===== src/rtl/cpu_isa_pkg.sv =====
// ----------------------------------------
// ISA definitions for the pipelined CPU
// Widths, opcodes, ALU codes and the three
// instruction formats seen through a union
// ----------------------------------------
`default_nettype none

package cpu_isa_pkg;

    localparam int XLEN   = 32;    // Data word width
    localparam int ADDR_W = 12;    // Imem and dmem address width
    localparam int NREG   = 32;    // Architectural registers
    localparam int REG_W  = 5;     // Register index width

    // Opcodes ---------------------------------
    typedef enum logic [4:0] {
        OP_ALU  = 5'b00000,        // R-type, op in alu_op field
        OP_J    = 5'b00001,
        OP_BNE  = 5'b00010,
        OP_JAL  = 5'b00011,
        OP_ADDI = 5'b00101,
        OP_BLT  = 5'b00110,
        OP_SW   = 5'b00111,
        OP_LW   = 5'b01000
    } opcode_t;

    typedef enum logic [4:0] {
        ALU_ADD = 5'd0,
        ALU_SUB = 5'd1,
        ALU_AND = 5'd2,
        ALU_OR  = 5'd3,
        ALU_SLL = 5'd4,            // Shift amount from shamt
        ALU_SRA = 5'd5
    } alu_op_t;

    // Formats ---------------------------------
    typedef struct packed {
        opcode_t          opcode;
        logic [REG_W-1:0] rd;
        logic [REG_W-1:0] rs;
        logic [REG_W-1:0] rt;
        logic [4:0]       shamt;
        alu_op_t          alu_op;
        logic [1:0]       unused;  // Always zero in the encoder
    } r_fmt_t;

    typedef struct packed {
        opcode_t            opcode;
        logic [REG_W-1:0]   rd;    // Destination, or store/compare source
        logic [REG_W-1:0]   rs;
        logic signed [16:0] imm;
    } i_fmt_t;

    typedef struct packed {
        opcode_t     opcode;
        logic [26:0] target;       // Absolute word address
    } j_fmt_t;

    // One word, decoded as R, I or J by opcode
    typedef union packed {
        r_fmt_t r;
        i_fmt_t i;
        j_fmt_t j;
    } instr_u;

    localparam logic [XLEN-1:0] NOP_WORD = '0;    // add r0, r0, r0

endpackage

`default_nettype wire

===== src/rtl/cpu_pipe_pkg.sv =====
// ----------------------------------------
// Pipeline types for the CPU
// Decoded controls, forwarding selects and
// the four inter-stage register layouts
// ----------------------------------------
`default_nettype none

package cpu_pipe_pkg;

    // Decoded controls, travel with the instruction
    typedef struct packed {
        logic                 reg_we;        // Writes the register file
        logic                 use_imm;       // ALU B from immediate
        logic                 mem_we;        // sw
        logic                 mem_rd;        // lw, result from dmem
        logic                 is_branch_ne;
        logic                 is_branch_lt;
        logic                 is_jump;       // j and jal
        logic                 is_jal;        // Link into r31
        cpu_isa_pkg::alu_op_t alu_op;
    } ctrl_t;

    typedef enum logic [1:0] {
        FWD_REG = 2'd0,    // Value read in decode
        FWD_MEM = 2'd1,    // xm result
        FWD_WB  = 2'd2     // Writeback value
    } fwd_sel_t;

    // Register layouts ------------------------
    typedef struct packed {
        logic [cpu_isa_pkg::ADDR_W-1:0] pc;  // Already PC+1
        cpu_isa_pkg::instr_u            instr;
    } fd_reg_t;

    typedef struct packed {
        logic [cpu_isa_pkg::ADDR_W-1:0] pc;
        cpu_isa_pkg::instr_u            instr;
        logic [cpu_isa_pkg::XLEN-1:0]   rd_a;    // Port A, rs
        logic [cpu_isa_pkg::XLEN-1:0]   rd_b;    // Port B, rt or rd
        ctrl_t                          ctrl;
    } dx_reg_t;

    typedef struct packed {
        logic [cpu_isa_pkg::XLEN-1:0]  result;   // ALU out, also dmem address
        logic [cpu_isa_pkg::XLEN-1:0]  store_data;
        logic [cpu_isa_pkg::REG_W-1:0] dest;
        ctrl_t                         ctrl;
    } xm_reg_t;

    typedef struct packed {
        logic [cpu_isa_pkg::XLEN-1:0]  result;
        logic [cpu_isa_pkg::XLEN-1:0]  load_data;
        logic [cpu_isa_pkg::REG_W-1:0] dest;
        logic                          reg_we;
        logic                          mem_rd;   // Pick load data at writeback
    } mw_reg_t;

endpackage

`default_nettype wire


===== src/rtl/processor.sv =====
// ----------------------------------------
// Five-stage pipelined CPU, top level
// Talks to an external imem ROM and dmem
// RAM, both answering in the same cycle
// ----------------------------------------
`timescale 1ns/10ps
`default_nettype none

module processor (
    input  logic                           clock,
    input  logic                           rst_n,
    output logic [cpu_isa_pkg::ADDR_W-1:0] address_imem,  // Fetch address
    input  logic [cpu_isa_pkg::XLEN-1:0]   q_imem,
    output logic [cpu_isa_pkg::ADDR_W-1:0] address_dmem,  // Load/store address
    output logic [cpu_isa_pkg::XLEN-1:0]   data,          // Store data
    output logic                           wren,
    input  logic [cpu_isa_pkg::XLEN-1:0]   q_dmem
);
    import cpu_isa_pkg::*;
    import cpu_pipe_pkg::*;

    fd_reg_t          fd;
    dx_reg_t          dx;
    xm_reg_t          xm;
    mw_reg_t          mw;
    ctrl_t            dec_ctrl;
    fwd_sel_t         fwd_a, fwd_b, fwd_store;
    logic             stall, flush, redirect;
    logic [ADDR_W-1:0] target;
    logic [REG_W-1:0] rd_sel_a, rd_sel_b;
    logic [XLEN-1:0]  rd_data_a, rd_data_b;
    logic [XLEN-1:0]  alu_result, store_data;
    logic [XLEN-1:0]  wb_value;

    // Fetch and decode ------------------------
    fetch_unit fetch0 (.clock, .rst_n, .stall, .flush, .redirect, .target,
                       .q_imem, .address_imem, .fd);

    pipe_control ctrl0 (.clock, .rst_n, .fd, .dx, .xm, .mw, .redirect,
                        .stall, .flush, .dec_ctrl, .rd_sel_a, .rd_sel_b,
                        .fwd_a, .fwd_b, .fwd_store);

    regfile rf0 (.clock, .rst_n, .rd_sel_a, .rd_sel_b,
                 .we(mw.reg_we), .wr_sel(mw.dest), .wr_data(wb_value),
                 .rd_data_a, .rd_data_b);

    always_ff @(posedge clock) begin
        if (!rst_n || flush || stall) begin
            dx       <= '0;           // Bubble, controls cleared
            dx.instr <= NOP_WORD;
        end else begin
            dx <= '{pc: fd.pc, instr: fd.instr, rd_a: rd_data_a,
                     rd_b: rd_data_b, ctrl: dec_ctrl};
        end
    end

    // Execute ---------------------------------
    execute_unit exec0 (.dx, .xm_result(xm.result), .wb_value,
                        .fwd_a, .fwd_b, .fwd_store,
                        .alu_result, .store_data, .redirect, .target);

    always_ff @(posedge clock) begin
        if (!rst_n) begin
            xm <= '0;
        end else begin
            xm.result     <= alu_result;
            xm.store_data <= store_data;
            xm.dest       <= dx.ctrl.is_jal ? REG_W'(31) : dx.instr.i.rd;  // Link reg
            xm.ctrl       <= dx.ctrl;
        end
    end

    // Memory and writeback --------------------
    assign address_dmem = xm.result[ADDR_W-1:0];
    assign data         = xm.store_data;
    assign wren         = xm.ctrl.mem_we;

    always_ff @(posedge clock) begin
        if (!rst_n) begin
            mw <= '0;
        end else begin
            mw <= '{result: xm.result, load_data: q_dmem, dest: xm.dest,
                     reg_we: xm.ctrl.reg_we, mem_rd: xm.ctrl.mem_rd};
        end
    end

    assign wb_value = mw.mem_rd ? mw.load_data : mw.result;  // Load data or ALU

endmodule

`default_nettype wire


===== src/rtl/pipe_control.sv =====
// ----------------------------------------
// Decode and hazard control
// Decodes the fd word, picks forwarding
// paths for execute, raises stall and flush
// ----------------------------------------
`timescale 1ns/10ps
`default_nettype none

module pipe_control (
    input  logic                            clock,
    input  logic                            rst_n,
    input  cpu_pipe_pkg::fd_reg_t           fd,
    input  cpu_pipe_pkg::dx_reg_t           dx,
    input  cpu_pipe_pkg::xm_reg_t           xm,
    input  cpu_pipe_pkg::mw_reg_t           mw,
    input  logic                            redirect,   // Taken branch or jump
    output logic                            stall,
    output logic                            flush,
    output cpu_pipe_pkg::ctrl_t             dec_ctrl,
    output logic [cpu_isa_pkg::REG_W-1:0]   rd_sel_a,
    output logic [cpu_isa_pkg::REG_W-1:0]   rd_sel_b,
    output cpu_pipe_pkg::fwd_sel_t          fwd_a,
    output cpu_pipe_pkg::fwd_sel_t          fwd_b,
    output cpu_pipe_pkg::fwd_sel_t          fwd_store
);
    import cpu_isa_pkg::*;
    import cpu_pipe_pkg::*;

    opcode_t          fd_op, dx_op;
    logic             hazard;      // Load in dx feeds the fd word
    logic             stall_q;     // Bubble inserted last cycle

    // Port B reads rd for stores and branches, rt otherwise
    function automatic logic [REG_W-1:0] src_b(input instr_u w);
        if (w.r.opcode inside {OP_SW, OP_BNE, OP_BLT})
            return w.i.rd;
        return w.r.rt;
    endfunction

    // Youngest writer wins, r0 never forwarded
    function automatic fwd_sel_t pick(input logic [REG_W-1:0] src, input logic used);
        if (!used || src == '0)
            return FWD_REG;
        if (xm.ctrl.reg_we && xm.dest == src)
            return FWD_MEM;
        if (mw.reg_we && mw.dest == src)
            return FWD_WB;
        return FWD_REG;
    endfunction

    assign fd_op    = fd.instr.r.opcode;
    assign dx_op    = dx.instr.r.opcode;
    assign rd_sel_a = fd.instr.i.rs;
    assign rd_sel_b = src_b(fd.instr);

    // Decode ----------------------------------
    always_comb begin
        dec_ctrl        = '0;
        dec_ctrl.alu_op = ALU_ADD;            // Address and addi default
        case (fd_op)
            OP_ALU:  begin
                dec_ctrl.reg_we = 1'b1;
                dec_ctrl.alu_op = fd.instr.r.alu_op;
            end
            OP_ADDI: {dec_ctrl.reg_we, dec_ctrl.use_imm} = 2'b11;
            OP_LW:   {dec_ctrl.reg_we, dec_ctrl.use_imm, dec_ctrl.mem_rd} = 3'b111;
            OP_SW:   {dec_ctrl.use_imm, dec_ctrl.mem_we} = 2'b11;
            OP_BNE:  dec_ctrl.is_branch_ne = 1'b1;
            OP_BLT:  dec_ctrl.is_branch_lt = 1'b1;
            OP_J:    dec_ctrl.is_jump = 1'b1;
            OP_JAL:  {dec_ctrl.reg_we, dec_ctrl.is_jump, dec_ctrl.is_jal} = 3'b111;
            default: dec_ctrl.reg_we = 1'b0;  // Unknown opcode acts as nop
        endcase
    end

    // Hazards and forwarding ------------------
    always_comb begin
        hazard = dx.ctrl.mem_rd && dx.instr.i.rd != '0 &&
                 ((!(fd_op inside {OP_J, OP_JAL}) && dx.instr.i.rd == rd_sel_a) ||
                  (fd_op inside {OP_ALU, OP_SW, OP_BNE, OP_BLT} &&
                   dx.instr.i.rd == rd_sel_b));
        stall  = hazard && !stall_q;          // One bubble per load
        flush  = redirect;                    // Kill fd and the word in flight

        fwd_a     = pick(dx.instr.i.rs, !(dx_op inside {OP_J, OP_JAL}));
        fwd_b     = pick(src_b(dx.instr), dx_op == OP_ALU);     // ALU rt only
        fwd_store = pick(src_b(dx.instr), dx_op inside {OP_SW, OP_BNE, OP_BLT});
    end

    always_ff @(posedge clock) begin
        if (!rst_n)
            stall_q <= 1'b0;
        else
            stall_q <= stall;
    end

endmodule

`default_nettype wire


===== src/rtl/execute_unit.sv =====
// ----------------------------------------
// Execute stage, purely combinational
// Forwarding muxes, ALU, branch compare and
// the redirect target for fetch
// ----------------------------------------
`timescale 1ns/10ps
`default_nettype none

module execute_unit (
    input  cpu_pipe_pkg::dx_reg_t          dx,
    input  logic [cpu_isa_pkg::XLEN-1:0]   xm_result,
    input  logic [cpu_isa_pkg::XLEN-1:0]   wb_value,
    input  cpu_pipe_pkg::fwd_sel_t         fwd_a,
    input  cpu_pipe_pkg::fwd_sel_t         fwd_b,
    input  cpu_pipe_pkg::fwd_sel_t         fwd_store,
    output logic [cpu_isa_pkg::XLEN-1:0]   alu_result,
    output logic [cpu_isa_pkg::XLEN-1:0]   store_data,  // Also the rd compare value
    output logic                           redirect,
    output logic [cpu_isa_pkg::ADDR_W-1:0] target
);
    import cpu_isa_pkg::*;
    import cpu_pipe_pkg::*;

    logic [XLEN-1:0] op_a, op_b_reg, op_b, imm32, alu_out;
    logic            taken;

    function automatic logic [XLEN-1:0] fwd_mux(input fwd_sel_t sel,
                                                input logic [XLEN-1:0] reg_val);
        case (sel)
            FWD_MEM: return xm_result;
            FWD_WB:  return wb_value;
            default: return reg_val;
        endcase
    endfunction

    always_comb begin
        op_a       = fwd_mux(fwd_a, dx.rd_a);
        op_b_reg   = fwd_mux(fwd_b, dx.rd_b);
        store_data = fwd_mux(fwd_store, dx.rd_b);
        imm32      = {{(XLEN-17){dx.instr.i.imm[16]}}, dx.instr.i.imm};  // Sign extend
        op_b       = dx.ctrl.use_imm ? imm32 : op_b_reg;

        case (dx.ctrl.alu_op)
            ALU_SUB: alu_out = op_a - op_b;
            ALU_AND: alu_out = op_a & op_b;
            ALU_OR:  alu_out = op_a | op_b;
            ALU_SLL: alu_out = op_a << dx.instr.r.shamt;
            ALU_SRA: alu_out = $signed(op_a) >>> dx.instr.r.shamt;
            default: alu_out = op_a + op_b;   // add, addi, lw/sw address
        endcase

        // Branch compares rd against rs
        taken = (dx.ctrl.is_branch_ne && store_data != op_a) ||
                (dx.ctrl.is_branch_lt && $signed(store_data) < $signed(op_a));
        redirect   = dx.ctrl.is_jump || taken;
        target     = dx.ctrl.is_jump ? dx.instr.j.target[ADDR_W-1:0]
                                     : dx.pc + imm32[ADDR_W-1:0];  // PC+1+imm
        alu_result = dx.ctrl.is_jal ? XLEN'(dx.pc) : alu_out;      // Link value
    end

endmodule

`default_nettype wire


===== src/rtl/fetch_unit.sv =====
// ----------------------------------------
// Fetch stage with PC and fd register
// PC steps by one, loads the target on
// redirect and holds while stalled
// ----------------------------------------
`timescale 1ns/10ps
`default_nettype none

module fetch_unit (
    input  logic                           clock,
    input  logic                           rst_n,
    input  logic                           stall,
    input  logic                           flush,
    input  logic                           redirect,
    input  logic [cpu_isa_pkg::ADDR_W-1:0] target,
    input  logic [cpu_isa_pkg::XLEN-1:0]   q_imem,
    output logic [cpu_isa_pkg::ADDR_W-1:0] address_imem,
    output cpu_pipe_pkg::fd_reg_t          fd
);
    import cpu_isa_pkg::*;

    logic [ADDR_W-1:0] pc;
    logic [ADDR_W-1:0] pc_plus1;

    assign pc_plus1     = pc + 1'b1;
    assign address_imem = pc;          // ROM answers this cycle

    always_ff @(posedge clock) begin
        if (!rst_n)
            pc <= '0;
        else if (redirect)
            pc <= target;              // Branch or jump from execute
        else if (!stall)
            pc <= pc_plus1;
    end

    always_ff @(posedge clock) begin
        if (!rst_n || flush) begin
            fd.pc    <= '0;
            fd.instr <= NOP_WORD;      // Drop the younger fetch
        end else if (!stall) begin
            fd.pc    <= pc_plus1;      // Link value and branch base
            fd.instr <= q_imem;
        end
    end

endmodule

`default_nettype wire


===== src/rtl/regfile.sv =====
// ----------------------------------------
// 32x32 register file, two reads, one write
// r0 reads zero, writes pass to same-cycle
// reads
// ----------------------------------------
`timescale 1ns/10ps
`default_nettype none

module regfile (
    input  logic                          clock,
    input  logic                          rst_n,
    input  logic [cpu_isa_pkg::REG_W-1:0] rd_sel_a,
    input  logic [cpu_isa_pkg::REG_W-1:0] rd_sel_b,
    input  logic                          we,
    input  logic [cpu_isa_pkg::REG_W-1:0] wr_sel,
    input  logic [cpu_isa_pkg::XLEN-1:0]  wr_data,
    output logic [cpu_isa_pkg::XLEN-1:0]  rd_data_a,
    output logic [cpu_isa_pkg::XLEN-1:0]  rd_data_b
);
    import cpu_isa_pkg::*;

    logic [XLEN-1:0] regs [NREG];

    always_ff @(posedge clock) begin
        if (!rst_n) begin
            for (int k = 0; k < NREG; k++)
                regs[k] <= '0;
        end else if (we && wr_sel != '0) begin
            regs[wr_sel] <= wr_data;   // r0 is never stored
        end
    end

    // Write-through, decode sees the writeback value
    always_comb begin
        rd_data_a = (we && wr_sel == rd_sel_a) ? wr_data : regs[rd_sel_a];
        rd_data_b = (we && wr_sel == rd_sel_b) ? wr_data : regs[rd_sel_b];
        if (rd_sel_a == '0) rd_data_a = '0;
        if (rd_sel_b == '0) rd_data_b = '0;
    end

endmodule

`default_nettype wire


===== config.mk =====
export PLATFORM = sky130hd
export DESIGN_NAME = processor
export DESIGN_NICKNAME = d
export VERILOG_FILES = /design/src/rtl/cpu_isa_pkg.sv /design/src/rtl/cpu_pipe_pkg.sv /design/src/rtl/processor.sv /design/src/rtl/pipe_control.sv /design/src/rtl/execute_unit.sv /design/src/rtl/fetch_unit.sv /design/src/rtl/regfile.sv
export SDC_FILE = /design/constraint.sdc
export NUM_CORES = 2
export LEC_CHECK = 0
export BUFFER_PORTS_ARGS = -buffer_cell sky130_fd_sc_hd__buf_2
export CORE_MARGIN = 2
export CORE_UTILIZATION = 30
export DETAILED_ROUTE_END_ITERATION = 10
export GPL_TIMING_DRIVEN = 0
export PLACE_DENSITY = 0.46
export SETUP_SLACK_MARGIN = 0.3
export SLEW_MARGIN = 10
export SYNTH_ARGS = -nofsm -noshare
export SYNTH_HDL_FRONTEND = slang
export SYNTH_HIERARCHICAL = 1
export SYNTH_SLANG_ARGS = --single-unit
export TNS_END_PERCENT = 50

===== constraint.sdc =====
create_clock -name clock -period 6.4 [get_ports clock]
set_input_delay 0.32 -clock clock [delete_from_list [all_inputs] [get_ports clock]]
set_output_delay 0.32 -clock clock [all_outputs]
set_load 0.005 [all_outputs]

Yosys cells after proc, flatten, opt, wreduce, memory -nomap -nowiden. Memories as Yosys holds them, arrays and structs flattened. A register that Yosys moved wholly into a read port is not among the register bits. Index checks and enable logic that the tools add are counted.

Equality and inequality tests: 31. Reduce and logical (&&, ||, !) cells: 46. Order comparisons: 1. Muxes and demuxes: 66. $mul: 0. Add/sub/neg operators: 4. Shift operators: 2. Bitwise operators: 4. Div/mod/pow operators: 0.

Operator list (count): $pmux W32 S2 (3); $pmux W32 S5 (1); $mux W32 (3); $mux W12 (4); $mux W2 (18); $eq A5 B3 Y1 const B (7); $add A32 B32 Y32 (1); $and A32 B32 Y32 (1); $lt A32 B32 Y1 (1); $ne A32 B32 Y1 (1); $or A32 B32 Y32 (1); $reduce_or A32 Y1 (1); $shl A32 B5 Y32 (1); $sshr A32 B5 Y32 (1); $sub A32 B32 Y32 (1); $mux W1 (31); $eq A5 B2 Y1 const B (6); $eq A5 B5 Y1 (6); $logic_not A5 Y1 (6); $mux W5 (6); $eq A5 B1 Y1 const B (3); $add A12 B1 Y12 const B (1); $add A12 B12 Y12 (1); $logic_and A1 B1 Y1 (12); 14 further kinds (37).

Bits in registers: 257. Bits of input ports: 66. Memory bits (read-only): 0. Bits in writable memories: 1024. Word-level logic and storage cells: 182. Memories kept: 1. Latch bits: 0. Output and inout port bits: 57.

Memories: rf0.regs (depth 32, bits a word 32, rd ports 2, clocked after memory_dff 2, wr ports 32, RTL line regfile.sv:22) `logic [XLEN-1:0] regs [NREG];`.

Depth between registers and ports, before layout.
Depth in word-level cells: 22. Gate-level depth with buffers: 30. Gate-level depth less buffers: 27.

Modules after synthesis. Netlist, hierarchy kept.

Modules (own cells, without submodules): regfile (area an instance 54700.0 um2, times used 1, cells an instance 3744); execute_unit (area an instance 10388.7 um2, times used 1, cells an instance 1478); processor (area an instance 8854.7 um2, times used 1, cells an instance 684); fetch_unit (area an instance 2386.0 um2, times used 1, cells an instance 243); pipe_control (area an instance 1066.0 um2, times used 1, cells an instance 145).

Worst setup path after synthesis. OpenSTA, ideal clock, no wires.

Kind: reg2reg. From: register, netlist name dx[105]. To: register, netlist name xm[81]. Stages on the path, launching flop included: 28. Data required time: 6285 ps. Arrival: 5603 ps. Slack: 682 ps. Path buffers: 1. Library setup time: 115 ps. Cells stage by stage: dfxtp_1 or3b_1 o21ai_1 and3_1 o211ai_2 nor4_1 inv_1 ha_1 buf_4 a221oi_2 o22ai_1 o31ai_4 nand2_1 nor3b_4 nand4_1 o21ai_0 xor2_1 ha_1 a21o_1 a21oi_1 o21ai_0 or3_1 a41o_1 a31oi_1 o21ai_0 xnor2_1 a21oi_1 and2_1.

Cells in the longest elaborated chain, start to end: 17.

RTL lines: $eq A5 B3 Y1 or $eq A5 B2 Y1 (tied branches) (RTL line pipe_control.sv:35) `if (w.r.opcode inside {OP_SW, OP_BNE, OP_BLT})`; $reduce_bool A3 Y1 (RTL line pipe_control.sv:35); $mux W1 (RTL line pipe_control.sv:35); $mux W5 (RTL line pipe_control.sv:37) `return w.r.rt;`; $eq A5 B5 Y1 (RTL line pipe_control.sv:46) `if (mw.reg_we && mw.dest == src)`; $logic_and A1 B1 Y1 (RTL line pipe_control.sv:46); $mux W1 (2 in a row) (RTL line pipe_control.sv:46); $mux W1 (RTL line pipe_control.sv:44) `if (xm.ctrl.reg_we && xm.dest == src)`; $mux W2 (RTL line pipe_control.sv:48) `return FWD_REG;`; $mux W2 (RTL line pipe_control.sv:46); $mux W2 (*) (RTL line pipe_control.sv:44); net fwd_b[0] (RTL line processor.sv:27) `fwd_sel_t fwd_a, fwd_b, fwd_store;`; $eq A2 B2 Y1 or $eq A2 B1 Y1 (tied branches) (RTL line execute_unit.sv:29) `case (sel)`; $pmux W32 S2 (*) (RTL line execute_unit.sv:29); $mux W32 (*) (RTL line execute_unit.sv:41) `op_b = dx.ctrl.use_imm ? imm32 : op_b_reg;`; $add A32 B32 Y32 (tied with other cells) (RTL line execute_unit.sv:49) `default: alu_out = op_a + op_b;`; $pmux W32 S5 (*) (RTL line execute_unit.sv:43) `case (dx.ctrl.alu_op)`.

The timed path passes the listed nets; every way through them passes the cells marked *. The select of a mux whose other input is x is not followed. A chain may end at the register's enable or synchronous reset.

Final worst setup path.
From: register, netlist name dx[108]. To: register, netlist name xm[78].

Cells in the longest elaborated chain, start to end: 17.

RTL lines (RTL line): $eq A5 B3 Y1 or $eq A5 B2 Y1 (tied branches) (pipe_control.sv:35); $reduce_bool A3 Y1 (pipe_control.sv:35); $mux W1 (pipe_control.sv:35); $mux W5 (pipe_control.sv:37); $eq A5 B5 Y1 (pipe_control.sv:46); $logic_and A1 B1 Y1 (pipe_control.sv:46); $mux W1 (2 in a row) (pipe_control.sv:46); $mux W1 (pipe_control.sv:44); $mux W2 (pipe_control.sv:48); $mux W2 (pipe_control.sv:46); $mux W2 (*) (pipe_control.sv:44); net fwd_b[0] (processor.sv:27); $eq A2 B2 Y1 or $eq A2 B1 Y1 (tied branches) (execute_unit.sv:29); $pmux W32 S2 (*) (execute_unit.sv:29); $mux W32 (*) (execute_unit.sv:41); $add A32 B32 Y32 (tied with other cells) (execute_unit.sv:49); $pmux W32 S5 (*) (execute_unit.sv:43).

Marks and branches as above.

==> results.md <==
* Hold Slack at 133 ps
* CP Launch Type: flop
* CP required at between 7000 and 8000 ps
* DP Worst Slack at -1420 ps
* Initial core utilization at 0.301
* Yosys synthesis warning count at 6
* Syn_area_per_cell at 12.3 µm²
* Violated checks: setup timing
* Actual slew at the worst max-slew pin at 1470 ps
* Area delta synth->final at 19.1%
* CP Class: reg -> reg
* Share of cells above drive strength 1 at 0.238
* Kind of cell adding the most delay to the critical path: compound AO/OA/AOI/OAI gates
* First-pass GRT wire length at approximately 540,000 µm
* Final Max Tran Viols at 0
* Number of remaining DRC errors at 0
* IO Pins at between 100 and 150
* Sequential cell area at 37,200 µm²
* Critical path's slowest cell: o41ai_2
* Post-route minimum period at around 6400 ps
* Die X at around 510 µm
* Number of global-route vias before repair at between 50k and 60k
* Gp weighted congestion at about 1.0
* Routed length per instance at around 40 µm
* WP buf/inv at 6
* 1st-pass router iterations at 6
* Total GRT Usage at 0.310
* Max cap viols at 0
* H-tree depth at 4
* Achievable Freq at 0.155 GHz
* Count of final hold-check violations at 0
* Pwr dens at between 200 and 300 nW/µm²
* RSZ-0062 raised after global routing: true
* WP data arrival at just over 7000 ps
* Clock Sinks at 1,345
* Root buffer cell: clkbuf_16
* Port buffer count at 122
* Starting DRT DRC Count at a little over 8k
* DRT antenna net count at 0
* Cell Area, Synth at 77,100 µm²
* TritonCTS buffer count at ~160
* Clock skew at about 54 ps
* Worst skew pair latency at 860 ps
* DIE AREA at 261,000 µm²
* Cell mode on critical path: buf_4
* Max-slew headroom at 0.0175
* Final setup violating endpoints at 1
* Core box area at between 200,000 and 300,000 µm²
* Routed WL at about 410,000 µm
* Antenna violations before repair at between 50 and 60
* Multi-input logic area at around 38,000 µm²
* Via count at 60.8k
* Clk slew on worst S/H paths at about 60 ps
* Tightest Hold Check Type: in -> reg
* Final WS setup at -34.6 ps
* Syn Inst Count at 6,274
* Filler instances at between 20k and 30k
* Maximum vdd drop at between 0.0002 and 0.0003 V
* Final Cycle Share at 1.01
* Die H at between 500 and 600 µm
* Final #Nets at 6,942
* Std-Cell Rows at roughly 190
* Hpwl dp at about 310,000 µm
* Leakage at approximately 33 nW
* Largest net degree at the start of global routing at 20
* Critical Path Max Stage Delay at slightly above 400 ps
* Max Root-Sink Buffers at 3
* Gr ovfl total at 0
* Crit. End Element: flop
* Status: complete, but fails checks
* Worst Path Max Fanout at 6
* TritonCTS clock tree: yes
* Mean number of vias per cell at around 5.9
final timing paths:
| check | startpoint | to | slack [ps] | cells after the start |
|---|---|---|---|---|
| worst min register to register | xm[9] | mw[0] | 430 | 1 |
| worst max register to register | dx[108] | xm[78] | -30 | 28 |
| worst max-delay path | dx[108] | xm[78] | -30 | 28 |
| worst min-delay path | rst_n | ctrl0/stall_q | 130 | 3 |
state kept, by name, indices dropped and copies added, names as in the netlist:
| register | flops |
|---|---|
| rf0/regs | 1024 |
| data | 32 |
| xm | 27 |
| address_dmem | 12 |
| dx | 121 |
| fetch0/fd | 44 |
| wren | 1 |
| mw | 71 |
| fetch0/address_imem | 12 |
| ctrl0/stall_q | 1 |
placed cells by master (no fill, tap or decap), types with 71 or more instances in the layout:
cell       count
dfxtp_1      314
clkbuf_16    162
ha_1          77
mux2i_1      376
inv_1         72
and2_1      1135
and4bb_2      71
xnor2_1       75
clkbuf_1     367
a21oi_1      176
buf_4        142
nand2_1      178
a22oi_1      196
mux4_2       437
buf_2        270
o21ai_0      128
edfxtp_1    1024
nor2_1       216
worst min-delay path, delay by kind of cell:
| family | cells | cell delay [ps] |
|---|---|---|
| buffers and inverters | 1 | 310 |
| AND/OR/NAND/NOR | 2 | 240 |
timing repair:
item,4_1_cts,5_1_grt
pin swaps,48,29
hold endpoints to repair,64,0
setup endpoints to repair,205,195
buffers inserted,41,17
gates resized for setup,198,101
gates cloned,1,0
hold buffers,64,0
metal layers:
metal  track usage  vias to the layer above  wire, µm
met4         0.247                       38     39600
li1              -                    24800         -
met3        0.0736                     1045     36800
met5             0                        -       258
met1         0.375                    31300    157000
met2         0.471                     3608    182000
metrics by stage:
step	std cells	utilization	cell area [µm²]	TNS (ps)	total power [mW]
detailed placement	9882	0.329	84300	-212920	17.0
global placement	9811	0.320	82100	-1892130	16.9
finish	10300	0.359	91900	-34.6	26.9
floorplan	6305	-	77200	0	13.6
CTS	10300	0.357	91400	0	26.6
global route	10300	0.359	91900	-1300	27.4
where the power goes:
group          switching [mW]  internal [mW]  leakage (nW)
clock network            4.06           5.23          2.55
logic                    4.74           2.38          17.2
registers               0.631           9.83          13.2
layout make-up:
type                       count  area share
buffer                       664      0.0349
clock inverter                96      0.0108
tap                         3384      0.0461
sequential                  1345       0.405
clock buffer                 201      0.0465
antenna                       22    0.000599
timing repair buffer         317      0.0369
multi-input combinational   4212       0.416
inverter                      84     0.00343
(Power assumes the default switching activity.)
